--- config.mk ---
export PLATFORM = sky130hd
export DESIGN_NAME = exe_decoder_flat
export DESIGN_NICKNAME = d
export VERILOG_FILES = /design/src/mips_pkg.sv /design/src/exe_ctrl_if.sv /design/src/exe_decoder.sv /design/src/flat_wrapper.sv
export SDC_FILE = /design/constraint.sdc
export NUM_CORES = 1
export LEC_CHECK = 0
export ABC_AREA = 1
export CAP_MARGIN = 20
export CORE_MARGIN = 2
export CORE_UTILIZATION = 45
export DETAILED_ROUTE_END_ITERATION = 10
export DONT_BUFFER_PORTS = 1
export GPL_ROUTABILITY_DRIVEN = 0
export GPL_TIMING_DRIVEN = 0
export SLEW_MARGIN = 5
export SYNTH_ARGS = -nofsm -noshare
export SYNTH_HDL_FRONTEND = slang
export SYNTH_SLANG_ARGS = --single-unit
--- constraint.sdc ---
create_clock -name vclk -period 1
set_input_delay 0.05 -clock vclk [all_inputs]
set_output_delay 0.05 -clock vclk [all_outputs]
set_load 0.02 [all_outputs]
--- src/mips_pkg.sv ---
package mips_pkg;

    // two views of the same instruction word
    typedef struct packed {
        logic [5:0] opcode;
        logic [4:0] rs;
        logic [4:0] rt;
        logic [4:0] rd;
        logic [4:0] shamt;
        logic [5:0] funct;
    } r_fmt_t;

    typedef struct packed {
        logic [5:0]  opcode;
        logic [4:0]  rs;
        logic [4:0]  rt;
        logic [15:0] imm;
    } i_fmt_t;

    typedef union packed {
        r_fmt_t r_fmt;
        i_fmt_t i_fmt;
    } instr_u;

    typedef enum logic [3:0] {
        alu_add, alu_addu, alu_sub, alu_subu,
        alu_and, alu_or, alu_xor, alu_nor,
        alu_slt, alu_sltu, alu_sll, alu_srl, alu_sra,
        alu_pass_b
    } alu_op_e;

    typedef enum logic [2:0] {
        mdu_none, mdu_mult, mdu_multu, mdu_div, mdu_divu, mdu_mthi, mdu_mtlo
    } mdu_op_e;

    typedef enum logic [1:0] {src_a_rs, src_a_shamt} src_a_e;
    typedef enum logic [1:0] {src_b_rt, src_b_imm, src_b_rs} src_b_e;
    typedef enum logic [1:0] {wb_none, wb_imm, wb_pc8} wb_src_e;
    typedef enum logic [1:0] {dst_none, dst_rt, dst_rd, dst_ra} wb_dst_e;
    typedef enum logic [1:0] {hilo_none, hilo_hi, hilo_lo} hilo_out_e;

    localparam logic [4:0] exc_ov_ari = 5'd12;
    localparam logic [4:0] exc_ad_l   = 5'd4;
    localparam logic [4:0] exc_ad_s   = 5'd5;

    // opcodes
    localparam logic [5:0] op_special = 6'h00, op_jal   = 6'h03;
    localparam logic [5:0] op_addi    = 6'h08, op_addiu = 6'h09;
    localparam logic [5:0] op_slti    = 6'h0a, op_sltiu = 6'h0b;
    localparam logic [5:0] op_andi    = 6'h0c, op_ori   = 6'h0d;
    localparam logic [5:0] op_xori    = 6'h0e, op_lui   = 6'h0f;
    localparam logic [5:0] op_lb      = 6'h20, op_lh    = 6'h21;
    localparam logic [5:0] op_lw      = 6'h23, op_lbu   = 6'h24;
    localparam logic [5:0] op_lhu     = 6'h25, op_sb    = 6'h28;
    localparam logic [5:0] op_sh      = 6'h29, op_sw    = 6'h2b;

    // funct codes under op_special
    localparam logic [5:0] fn_sll  = 6'h00, fn_srl   = 6'h02, fn_sra  = 6'h03;
    localparam logic [5:0] fn_sllv = 6'h04, fn_srlv  = 6'h06, fn_srav = 6'h07;
    localparam logic [5:0] fn_mfhi = 6'h10, fn_mthi  = 6'h11;
    localparam logic [5:0] fn_mflo = 6'h12, fn_mtlo  = 6'h13;
    localparam logic [5:0] fn_mult = 6'h18, fn_multu = 6'h19;
    localparam logic [5:0] fn_div  = 6'h1a, fn_divu  = 6'h1b;
    localparam logic [5:0] fn_add  = 6'h20, fn_addu  = 6'h21;
    localparam logic [5:0] fn_sub  = 6'h22, fn_subu  = 6'h23;
    localparam logic [5:0] fn_and  = 6'h24, fn_or    = 6'h25;
    localparam logic [5:0] fn_xor  = 6'h26, fn_nor   = 6'h27;
    localparam logic [5:0] fn_slt  = 6'h2a, fn_sltu  = 6'h2b;

endpackage

--- src/exe_ctrl_if.sv ---
`timescale 1ns/1ns

interface exe_ctrl_if;
    mips_pkg::alu_op_e   alu_op;
    mips_pkg::mdu_op_e   mdu_op;
    mips_pkg::src_a_e    src_a;
    mips_pkg::src_b_e    src_b;
    mips_pkg::wb_src_e   wb_src;
    mips_pkg::wb_dst_e   wb_dst;
    mips_pkg::hilo_out_e hilo_out;
    logic                ov_ari;    // trap on signed overflow
    logic                is_load;
    logic                is_store;
    logic                mdu_start; // any op that touches hi/lo

    modport dec (
        output alu_op, mdu_op, src_a, src_b, wb_src, wb_dst, hilo_out,
        output ov_ari, is_load, is_store, mdu_start
    );

    modport dp (
        input alu_op, mdu_op, src_a, src_b, wb_src, wb_dst, hilo_out,
        input ov_ari, is_load, is_store, mdu_start
    );

endinterface

--- src/exe_decoder.sv ---
`timescale 1ns/1ns

module exe_decoder (
    input  mips_pkg::instr_u instr,
    output logic [4:0]       t_new,
    exe_ctrl_if.dec          ctrl
);

    logic valid;

    always_comb begin
        ctrl.alu_op    = mips_pkg::alu_addu;
        ctrl.mdu_op    = mips_pkg::mdu_none;
        ctrl.src_a     = mips_pkg::src_a_rs;
        ctrl.src_b     = mips_pkg::src_b_rt;
        ctrl.wb_src    = mips_pkg::wb_none;
        ctrl.wb_dst    = mips_pkg::dst_none;
        ctrl.hilo_out  = mips_pkg::hilo_none;
        ctrl.ov_ari    = 1'b0;
        ctrl.is_load   = 1'b0;
        ctrl.is_store  = 1'b0;
        ctrl.mdu_start = 1'b0;

        case (instr.i_fmt.opcode)
            mips_pkg::op_special: begin
                ctrl.wb_dst = mips_pkg::dst_rd;
                case (instr.r_fmt.funct)
                    mips_pkg::fn_add: begin
                        ctrl.alu_op = mips_pkg::alu_add;
                        ctrl.ov_ari = 1'b1;
                    end
                    mips_pkg::fn_sub: begin
                        ctrl.alu_op = mips_pkg::alu_sub;
                        ctrl.ov_ari = 1'b1;
                    end
                    mips_pkg::fn_addu: ctrl.alu_op = mips_pkg::alu_addu;
                    mips_pkg::fn_subu: ctrl.alu_op = mips_pkg::alu_subu;
                    mips_pkg::fn_and:  ctrl.alu_op = mips_pkg::alu_and;
                    mips_pkg::fn_or:   ctrl.alu_op = mips_pkg::alu_or;
                    mips_pkg::fn_xor:  ctrl.alu_op = mips_pkg::alu_xor;
                    mips_pkg::fn_nor:  ctrl.alu_op = mips_pkg::alu_nor;
                    mips_pkg::fn_slt:  ctrl.alu_op = mips_pkg::alu_slt;
                    mips_pkg::fn_sltu: ctrl.alu_op = mips_pkg::alu_sltu;
                    // amount on a, value on b
                    mips_pkg::fn_sllv: ctrl.alu_op = mips_pkg::alu_sll;
                    mips_pkg::fn_srlv: ctrl.alu_op = mips_pkg::alu_srl;
                    mips_pkg::fn_srav: ctrl.alu_op = mips_pkg::alu_sra;
                    mips_pkg::fn_sll, mips_pkg::fn_srl, mips_pkg::fn_sra: begin
                        ctrl.src_a  = mips_pkg::src_a_shamt;
                        ctrl.alu_op = (instr.r_fmt.funct == mips_pkg::fn_sll) ? mips_pkg::alu_sll :
                                      (instr.r_fmt.funct == mips_pkg::fn_srl) ? mips_pkg::alu_srl :
                                                                               mips_pkg::alu_sra;
                    end
                    mips_pkg::fn_mfhi: ctrl.hilo_out = mips_pkg::hilo_hi;
                    mips_pkg::fn_mflo: ctrl.hilo_out = mips_pkg::hilo_lo;
                    mips_pkg::fn_mthi, mips_pkg::fn_mtlo: begin
                        ctrl.wb_dst    = mips_pkg::dst_none;
                        ctrl.src_b     = mips_pkg::src_b_rs; // alu_res shows the moved value
                        ctrl.alu_op    = mips_pkg::alu_pass_b;
                        ctrl.mdu_start = 1'b1;
                        ctrl.mdu_op    = (instr.r_fmt.funct == mips_pkg::fn_mthi) ?
                                         mips_pkg::mdu_mthi : mips_pkg::mdu_mtlo;
                    end
                    mips_pkg::fn_mult, mips_pkg::fn_multu,
                    mips_pkg::fn_div, mips_pkg::fn_divu: begin
                        ctrl.wb_dst    = mips_pkg::dst_none;
                        ctrl.mdu_start = 1'b1;
                        case (instr.r_fmt.funct)
                            mips_pkg::fn_mult:  ctrl.mdu_op = mips_pkg::mdu_mult;
                            mips_pkg::fn_multu: ctrl.mdu_op = mips_pkg::mdu_multu;
                            mips_pkg::fn_div:   ctrl.mdu_op = mips_pkg::mdu_div;
                            default:            ctrl.mdu_op = mips_pkg::mdu_divu;
                        endcase
                    end
                    default: ctrl.wb_dst = mips_pkg::dst_none;
                endcase
            end
            mips_pkg::op_addi, mips_pkg::op_addiu, mips_pkg::op_slti, mips_pkg::op_sltiu,
            mips_pkg::op_andi, mips_pkg::op_ori, mips_pkg::op_xori, mips_pkg::op_lui: begin
                ctrl.src_b  = mips_pkg::src_b_imm;
                ctrl.wb_dst = mips_pkg::dst_rt;
                case (instr.i_fmt.opcode)
                    mips_pkg::op_addi: begin
                        ctrl.alu_op = mips_pkg::alu_add;
                        ctrl.ov_ari = 1'b1;
                    end
                    mips_pkg::op_slti: ctrl.alu_op = mips_pkg::alu_slt;
                    mips_pkg::op_sltiu: ctrl.alu_op = mips_pkg::alu_sltu;
                    mips_pkg::op_andi: ctrl.alu_op = mips_pkg::alu_and;
                    mips_pkg::op_ori:  ctrl.alu_op = mips_pkg::alu_or;
                    mips_pkg::op_xori: ctrl.alu_op = mips_pkg::alu_xor;
                    mips_pkg::op_lui: begin
                        ctrl.alu_op = mips_pkg::alu_pass_b;
                        ctrl.wb_src = mips_pkg::wb_imm; // imm32 already shifted upstream
                    end
                    default: ctrl.alu_op = mips_pkg::alu_addu;
                endcase
            end
            mips_pkg::op_lb, mips_pkg::op_lh, mips_pkg::op_lw,
            mips_pkg::op_lbu, mips_pkg::op_lhu: begin
                ctrl.alu_op  = mips_pkg::alu_add; // address overflow -> adel
                ctrl.src_b   = mips_pkg::src_b_imm;
                ctrl.wb_dst  = mips_pkg::dst_rt;
                ctrl.is_load = 1'b1;
            end
            mips_pkg::op_sb, mips_pkg::op_sh, mips_pkg::op_sw: begin
                ctrl.alu_op   = mips_pkg::alu_add;
                ctrl.src_b    = mips_pkg::src_b_imm;
                ctrl.is_store = 1'b1;
            end
            mips_pkg::op_jal: begin
                ctrl.wb_src = mips_pkg::wb_pc8;
                ctrl.wb_dst = mips_pkg::dst_ra;
            end
            default: ;
        endcase

        // cycles until the value exists
        if (ctrl.wb_dst == mips_pkg::dst_none || ctrl.wb_src != mips_pkg::wb_none)
            t_new = 5'd0;
        else if (ctrl.is_load)
            t_new = 5'd2;
        else
            t_new = 5'd1;

        // supported opcode and funct set
        valid = (instr.i_fmt.opcode == mips_pkg::op_special) ?
                (instr.r_fmt.funct inside {
                    mips_pkg::fn_sll, mips_pkg::fn_srl, mips_pkg::fn_sra,
                    mips_pkg::fn_sllv, mips_pkg::fn_srlv, mips_pkg::fn_srav,
                    mips_pkg::fn_mfhi, mips_pkg::fn_mthi, mips_pkg::fn_mflo, mips_pkg::fn_mtlo,
                    mips_pkg::fn_mult, mips_pkg::fn_multu, mips_pkg::fn_div, mips_pkg::fn_divu,
                    mips_pkg::fn_add, mips_pkg::fn_addu, mips_pkg::fn_sub, mips_pkg::fn_subu,
                    mips_pkg::fn_and, mips_pkg::fn_or, mips_pkg::fn_xor, mips_pkg::fn_nor,
                    mips_pkg::fn_slt, mips_pkg::fn_sltu}) :
                (instr.i_fmt.opcode inside {
                    mips_pkg::op_jal, mips_pkg::op_addi, mips_pkg::op_addiu,
                    mips_pkg::op_slti, mips_pkg::op_sltiu, mips_pkg::op_andi,
                    mips_pkg::op_ori, mips_pkg::op_xori, mips_pkg::op_lui,
                    mips_pkg::op_lb, mips_pkg::op_lh, mips_pkg::op_lw, mips_pkg::op_lbu,
                    mips_pkg::op_lhu, mips_pkg::op_sb, mips_pkg::op_sh, mips_pkg::op_sw});

        // an unknown word must not write a register or disturb hi/lo
        assert (valid || (ctrl.wb_dst == mips_pkg::dst_none && !ctrl.mdu_start));
    end

endmodule

--- src/flat_wrapper.sv ---
// flat-port wrapper written by rule: the top's interface ports become plain ports
module exe_decoder_flat 
  (instr, t_new, ctrl_alu_op, ctrl_mdu_op, ctrl_src_a, ctrl_src_b, ctrl_wb_src, ctrl_wb_dst, ctrl_hilo_out, ctrl_ov_ari, ctrl_is_load, ctrl_is_store, ctrl_mdu_start);
  exe_ctrl_if ctrl_i ();
  input  mips_pkg::instr_u instr;
  output logic [4:0] t_new;
  output wire logic [$bits(ctrl_i.alu_op)-1:0] ctrl_alu_op;
  output wire logic [$bits(ctrl_i.mdu_op)-1:0] ctrl_mdu_op;
  output wire logic [$bits(ctrl_i.src_a)-1:0] ctrl_src_a;
  output wire logic [$bits(ctrl_i.src_b)-1:0] ctrl_src_b;
  output wire logic [$bits(ctrl_i.wb_src)-1:0] ctrl_wb_src;
  output wire logic [$bits(ctrl_i.wb_dst)-1:0] ctrl_wb_dst;
  output wire logic [$bits(ctrl_i.hilo_out)-1:0] ctrl_hilo_out;
  output wire logic [$bits(ctrl_i.ov_ari)-1:0] ctrl_ov_ari;
  output wire logic [$bits(ctrl_i.is_load)-1:0] ctrl_is_load;
  output wire logic [$bits(ctrl_i.is_store)-1:0] ctrl_is_store;
  output wire logic [$bits(ctrl_i.mdu_start)-1:0] ctrl_mdu_start;
  assign ctrl_alu_op = ctrl_i.alu_op;
  assign ctrl_mdu_op = ctrl_i.mdu_op;
  assign ctrl_src_a = ctrl_i.src_a;
  assign ctrl_src_b = ctrl_i.src_b;
  assign ctrl_wb_src = ctrl_i.wb_src;
  assign ctrl_wb_dst = ctrl_i.wb_dst;
  assign ctrl_hilo_out = ctrl_i.hilo_out;
  assign ctrl_ov_ari = ctrl_i.ov_ari;
  assign ctrl_is_load = ctrl_i.is_load;
  assign ctrl_is_store = ctrl_i.is_store;
  assign ctrl_mdu_start = ctrl_i.mdu_start;
  exe_decoder u_core (.instr(instr), .t_new(t_new), .ctrl(ctrl_i));
endmodule
Word-level counts from Yosys, hierarchy flattened
Index checks and enable logic that the tools add are counted.
W data, S select, Z words.

storage, ports and cells
  output and inout port bits = 26
  logic and storage cells = 85
  flip-flop bits (word level) = 0
  bits of input ports = 32

operators by class
  equality and inequality tests = 40
  multiplexer cells = 28
  reductions and logical operators = 17

operators by type and width
  kind                  number
  $eq A6 B6 Y1 const B  18
  $pmux W4 S14          1
  $eq A6 B4 Y1 const B  8
  $eq A6 B5 Y1 const B  8
  $pmux W4 S7           1
  $eq A6 B2 Y1 const B  3
  $eq A6 B3 Y1 const B  3
  $reduce_or A18 Y1     1
  $reduce_or A16 Y1     1
  $reduce_or A8 Y1      2
  $reduce_or A13 Y1     1
  $logic_not A6 Y1      2
  $mux W2               6
  $pmux W2 S2           3
  $pmux W4 S3           1
  $pmux W3 S3           1
  $mux W1               8
  $mux W3               2
  $pmux W2 S3           1
  $pmux W3 S2           1
  $reduce_or A3 Y1      2
  $reduce_or A6 Y1      1
  $mux W5               1
  $reduce_or A5 Y1      1
  other kinds (7)       8

Logic depth before layout (Yosys ltp)
Gate-level depths: netlist (run 1).

  depth in word-level cells = 7
  depth in mapped cells = 11
  gate-level depth less buffers = 11

Worst setup path before layout (run 1)
No wires, ideal clock.

  kind = input to output
  start point = input port instr[28] (netlist bit)
  end point = output port t_new[0]
  path buffers = 0
  slack = -0.321 ns
  data required time = 0.950 ns
  stages on the path = 7
  arrival time = 1.271 ns
  path through = inv_1 > a21oi_1 > nor4_2 > nor2_1 > nand2_1 > nand2_1 > nor2_1

on the way
  elaborated cells on any way between the ends = 27
  classes of those cells = 14 x eq/ne; 6 x mux; 7 x reduce/logical

RTL lines
  element               RTL line            RTL
  start: declaration    flat_wrapper.sv:5   input mips_pkg::instr_u instr;
  $eq A6 B6 Y1          --
  $reduce_or A5 Y1 (*)  exe_decoder.sv:24   case (instr.i_fmt.opcode)
  $mux W1 (*)           exe_decoder.sv:24
  net ctrl_is_load      flat_wrapper.sv:15  output wire logic [$bits(ctrl_i.is_load)-1:0] ctrl_is_load;
  $mux W2 (*)           exe_decoder.sv:121  else if (ctrl.is_load)
  $mux W5 (*)           exe_decoder.sv:119  if (ctrl.wb_dst == mips_pkg::dst_none || ctrl.wb_src != mips_pkg::wb_none)
  end: declaration      flat_wrapper.sv:6   output logic [4:0] t_new;

The timed path passes the listed nets; every way through them passes the cells marked *.

Worst setup path after layout (run 1)
  start point = input port instr[31] (netlist bit)
  end point = output port ctrl_alu_op[0]

on the way
  cells in the longest elaborated chain, start to end = 3
  elaborated cells on any way between the ends = 21
  classes of those cells = 16 x eq/ne; 2 x mux; 3 x reduce/logical

ends and longest elaborated chain
  element                                              RTL line           RTL
  $eq A6 B4 Y1 / $eq A6 B6 Y1 (equally long branches)  --
  $pmux W4 S7, or another cell as far along            exe_decoder.sv:82  case (instr.i_fmt.opcode)
  $pmux W4 S3 (*)                                      exe_decoder.sv:24
  end: declaration                                     flat_wrapper.sv:7  output wire logic [$bits(ctrl_i.alu_op)-1:0] ctrl_alu_op;

Every way passes the cells marked *; elsewhere a longest branch is shown, timed or not.

==> metrics, run 1 <==
max_slew headroom=approximately two fifths; Boundary Pins=58; number of global-route vias before repair=about 600; Critical Path Max Stage Delay=~570 ps; CP startpoint kind=input port; setup slack at placement=-224 ps; Max Transition Viols Final=0; # DRC=0; highest-count cells in the layout ignoring fill and taps=nand2_1, nand3_1, inv_1; Die Y=just over 40 um; first-pass GRT wire length=2440 um; Stages on worst setup path=5; min Tclk post-route=1150 ps; register area share after synthesis=0%; Max VDD drop=between 0.15 and 0.2 mV; critical-path maximum fanout=4; worst-path cell chain=inv_1 > nor4_4 > nor2_2 > nand3_1 > nand3b_1; Leak=~0.45 nW; DP HPWL=1420 um; Syn Inst Count=132; fmax=0.867 GHz; area of the core=0.00128 mm2; # setup viols final=7; Critical Path AT=between 1000 and 1500 ps; status=complete, but fails checks; number of DRC markers in iteration 0=33; antenna violations before repair=0; Synth Warn #=0; Non-Filler Instances=159; failing checks=setup timing; PnR Total Power=0.000256 W; Hold-fix buffers, CTS=0; vias after detailed routing=840; Antenna Cells=0; worst min-delay path startpoint=instr[30]; Max-cap violations=0; RSZ-0062 raised after global routing=true; CP Capture Type=primary output; total grt overflow=0; die width=just over 40 um; storage element area=0 um2; WP buf/inv=1; # port buffers=0; Placed Cells=150; Worst path slowest cell=nor4_4; Hold Crit Depth=1; DR WL met3=~130 um; area delta synth->final=41.5%; # nets final=178; Total GRT Usage=slightly above 20%; Post-Synthesis Cell Area=616 um2; pwr dens=about 290 mW/mm2; Hold WC Path Type=input port to primary output; Avg WL per Cell=between 10 and 15 um; Starting Density=between 40 and 50%; CP required=about 950 ps; top layer in use=met3; Fin. Hold Viols=0; Cell Rows=13; delay-heaviest family, CP=simple AND/OR/NAND/NOR gates; seq_cells=0; commonest non-fill, non-tap cell in the layout=nand2_1; Avg Cell Area, Syn=4.66 um2; largest net degree at the start of global routing=8; DR WL met2=874 um; critical path class=input port to primary output; M1 WL=between 800 and 900 um; die area=about 0.0017 mm2; worst setup path start=instr[31]; Initial DRT Pass Iterations=4; vias per inst=about 5.3; synth unique cells=18; Tcrit/Tclk final=115%; clkbuf count=0; Worst Max-Slew Pin Slew=892 ps; DRT antenna net count=0; drt total wl=1860 um; share of layout cells above drive strength 1=around 38%; final setup margin=-154 ps
worst paths after layout:
path	slack [ps]	endpoint
max	-150	ctrl_alu_op[0]
min	160	ctrl_is_load
through the flow:
stage               setup TNS [ps]  utilization, %  instance area (um2)  hold slack [ps]
floorplan                     -199               -                  696              144
global placement             -1190            55.6                  714              150
detailed placement           -1260            55.6                  714              150
CTS                           -747            61.0                  783              147
global route                 -1210            67.8                  871              160
finish                        -576            67.8                  871              156
timing repair:
item                                    in CTS  in global routing
pin swaps                                    9                 11
resized for setup                           16                 17
buffers inserted                             4                  5
endpoints found under the setup margin      12                 16
cell type report:
class / count / area (um2)
Buffer: 4 / 30.0
Fill cell: 125 / 414
Inverter: 28 / 115
Multi-Input combinational cell: 103 / 639
Tap cell: 15 / 18.8
Timing Repair Buffer: 9 / 67.6
where the power goes:
part / switching (W) / total, W / leakage (nW) / internal (W)
Combinational: 0.000170 / 0.000256 / 0.454 / 0.0000864
Sequential: 0 / 0 / 0 / 0
Clock: 0 / 0 / 0 / 0
Total: 0.000170 / 0.000256 / 0.454 / 0.0000864
synth_stat cells, types with 4 or more instances:
master	number	share of area (%)
inv_2	4	2.4
nor2_4	4	7.3
inv_1	24	15
nor2_1	22	13
buf_4	4	4.9
nand3_1	22	18
a21oi_1	5	4.1
o21ai_0	6	4.9
nand2_1	32	20
metal layers:
metal  GRT usage (%)  vias to the layer above
met3            2.17                        0
li1                -                      436
met5               0                        -
met4               0                        0
met1            31.7                      366
met2            32.4                       38
kinds of logic after synthesis:
family,count (synthesis),synth area share (%)
other,1,0.609
AOI/OAI and AO/OA,14,13.0
and+or+nand+nor,85,64.4
buffers and inverters,32,22.0
No activity file was read; power rests on OpenSTA's default activity.
==> run 2: changes to the inputs <==
clock period = 1.3 ns   (was 1 ns; I/O delays follow)
==> run 2 against run 1 <==
The run still ends with setup timing left. Routed wire length shrank 12%. Combinational power shrank 37%. Total power shrank 37%. Global-route usage shrank 1.7 points. Die area is the same. Cell area shrank 21%. Via count shrank 8.2%. Sequential share of layout area is the same. Critical path type unchanged. Critical endpoint is now ctrl_mdu_op[1]. Largest power group unchanged. Highest routed layer unchanged.
==> metrics, run 2 (synthesized netlist as in run 1, its figures left out) <==
DRT antenna net count=0; Pint=around 0.000046 W; Max VDD drop=around 0.092 mV; die area=between 0.0015 and 0.002 mm2; critical-path maximum fanout=9; # DRC=0; antenna violations before repair=0; setup TNS=-14.8 ps; clkbuf count=0; fill count=between 100 and 150; Avg WL per Cell=10.9 um; Antenna Cells=0; Initial DRT Pass Iterations=4; critical path class=input port to primary output; die width=between 40 and 50 um; Cell Rows=13; # port buffers=0; first-pass GRT wire length=about 2200 um; Max-cap violations=0; Non-Filler Instances=150; drt total wl=approximately 1600 um; fmax=0.766 GHz; pwr dens=232 mW/mm2; DP HPWL=roughly 1400 um; Placed Cells=150; Total GRT Usage=between 10% and 20%; seq_cells=0; commonest non-fill, non-tap cell in the layout=nand2_1; Die Y=approximately 40 um; CP Capture Type=primary output; number of DRC markers in iteration 0=17; clock share of power=0%; vias after detailed routing=771; number of global-route vias before repair=about 560; Leak=0.398 nW; Fin. Hold Viols=0; P_sw=0.000114 W; share of layout cells above drive strength 1=between 20% and 30%; largest net degree at the start of global routing=10; highest-count cells in the layout ignoring fill and taps=nand2_1, inv_1, nand3_1; # nets final=between 150 and 200; Seq pwr share=0%; area of the core=around 0.0013 mm2; area delta synth->final=12.2%; CP required=approximately 1200 ps; final setup margin=-6.04 ps; Starting Density=a little under half; setup repair bufs after CTS=0; multi-input logic area=between 500 and 600 um2; PnR Total Power=between 0.00015 and 0.0002 W; storage element area=0 um2; RSZ-0062 raised after global routing=true; Hold-fix buffers, CTS=0; switch share=between 70% and 80%; Critical Path AT=~1200 ps; # setup viols final=3; Tcrit/Tclk final=100%; max_slew headroom=about two fifths; power share of the combinational group=100.0%; Max Transition Viols Final=0; Boundary Pins=just under 60; Hold WC Path Type=input port to primary output; status=complete, but fails checks; min Tclk post-route=about 1300 ps; CP startpoint kind=input port; total grt overflow=0; vias per inst=approximately 5.1; failing checks=setup timing; Worst Max-Slew Pin Slew=872 ps
run 2: path summary, 6_finish.rpt:
check,cells after the start,end,start
min,1,ctrl_is_load,instr[30]
max,7,ctrl_mdu_op[1],instr[2]
run 2: what timing repair did:
| item | CTS | global route |
|---|---|---|
| pin swaps | 0 | 4 |
| endpoints found under the setup margin | 4 | 8 |
| resized for setup | 3 | 11 |
run 2: area by class of cell:
type	count	area share, %
inverters	28	15.2
well taps	15	2.72
plain buffers	4	4.35
multi-input cells	103	77.7
run 2: per-stage QoR:
step                      hold slack, ps  util (%)  instance area, um2  setup slack [ps]
after global routing                 178      53.7                 691             -88.0
after floorplan                      172         -                 636              48.6
after CTS                            178      51.4                 661             -96.4
final                                174      53.7                 691             -6.04
after global placement               176      50.9                 654             -87.0
after detailed placement             176      50.9                 654             -91.4
run 2: worst max-delay path: stages:
cell,delay [ps]
nor2_4,210
inv_2,70
nor2_4,130
nand2_2,90
a21oi_2,320
inv_2,100
a21oi_2,250
run 2: routing by layer:
| layer | wire [um] | vias to the layer above | track usage (%) |
|---|---|---|---|
| met3 | 124 | 0 | 2.17 |
| met4 | 0 | 0 | 2.50 |
| met1 | 812 | 326 | 30.1 |
| met5 | 0 | - | 0 |
| li1 | - | 419 | - |
| met2 | 696 | 26 | 27.3 |
run 2: power by group through the flow:
| stage | registers (W) | clock network, W | logic (W) |
|---|---|---|---|
| floorplan | 0 | 0 | 0.000133 |
| global placement | 0 | 0 | 0.000151 |
| detailed placement | 0 | 0 | 0.000151 |
| CTS | 0 | 0 | 0.000153 |
| global route | 0 | 0 | 0.000180 |
| finish | 0 | 0 | 0.000161 |
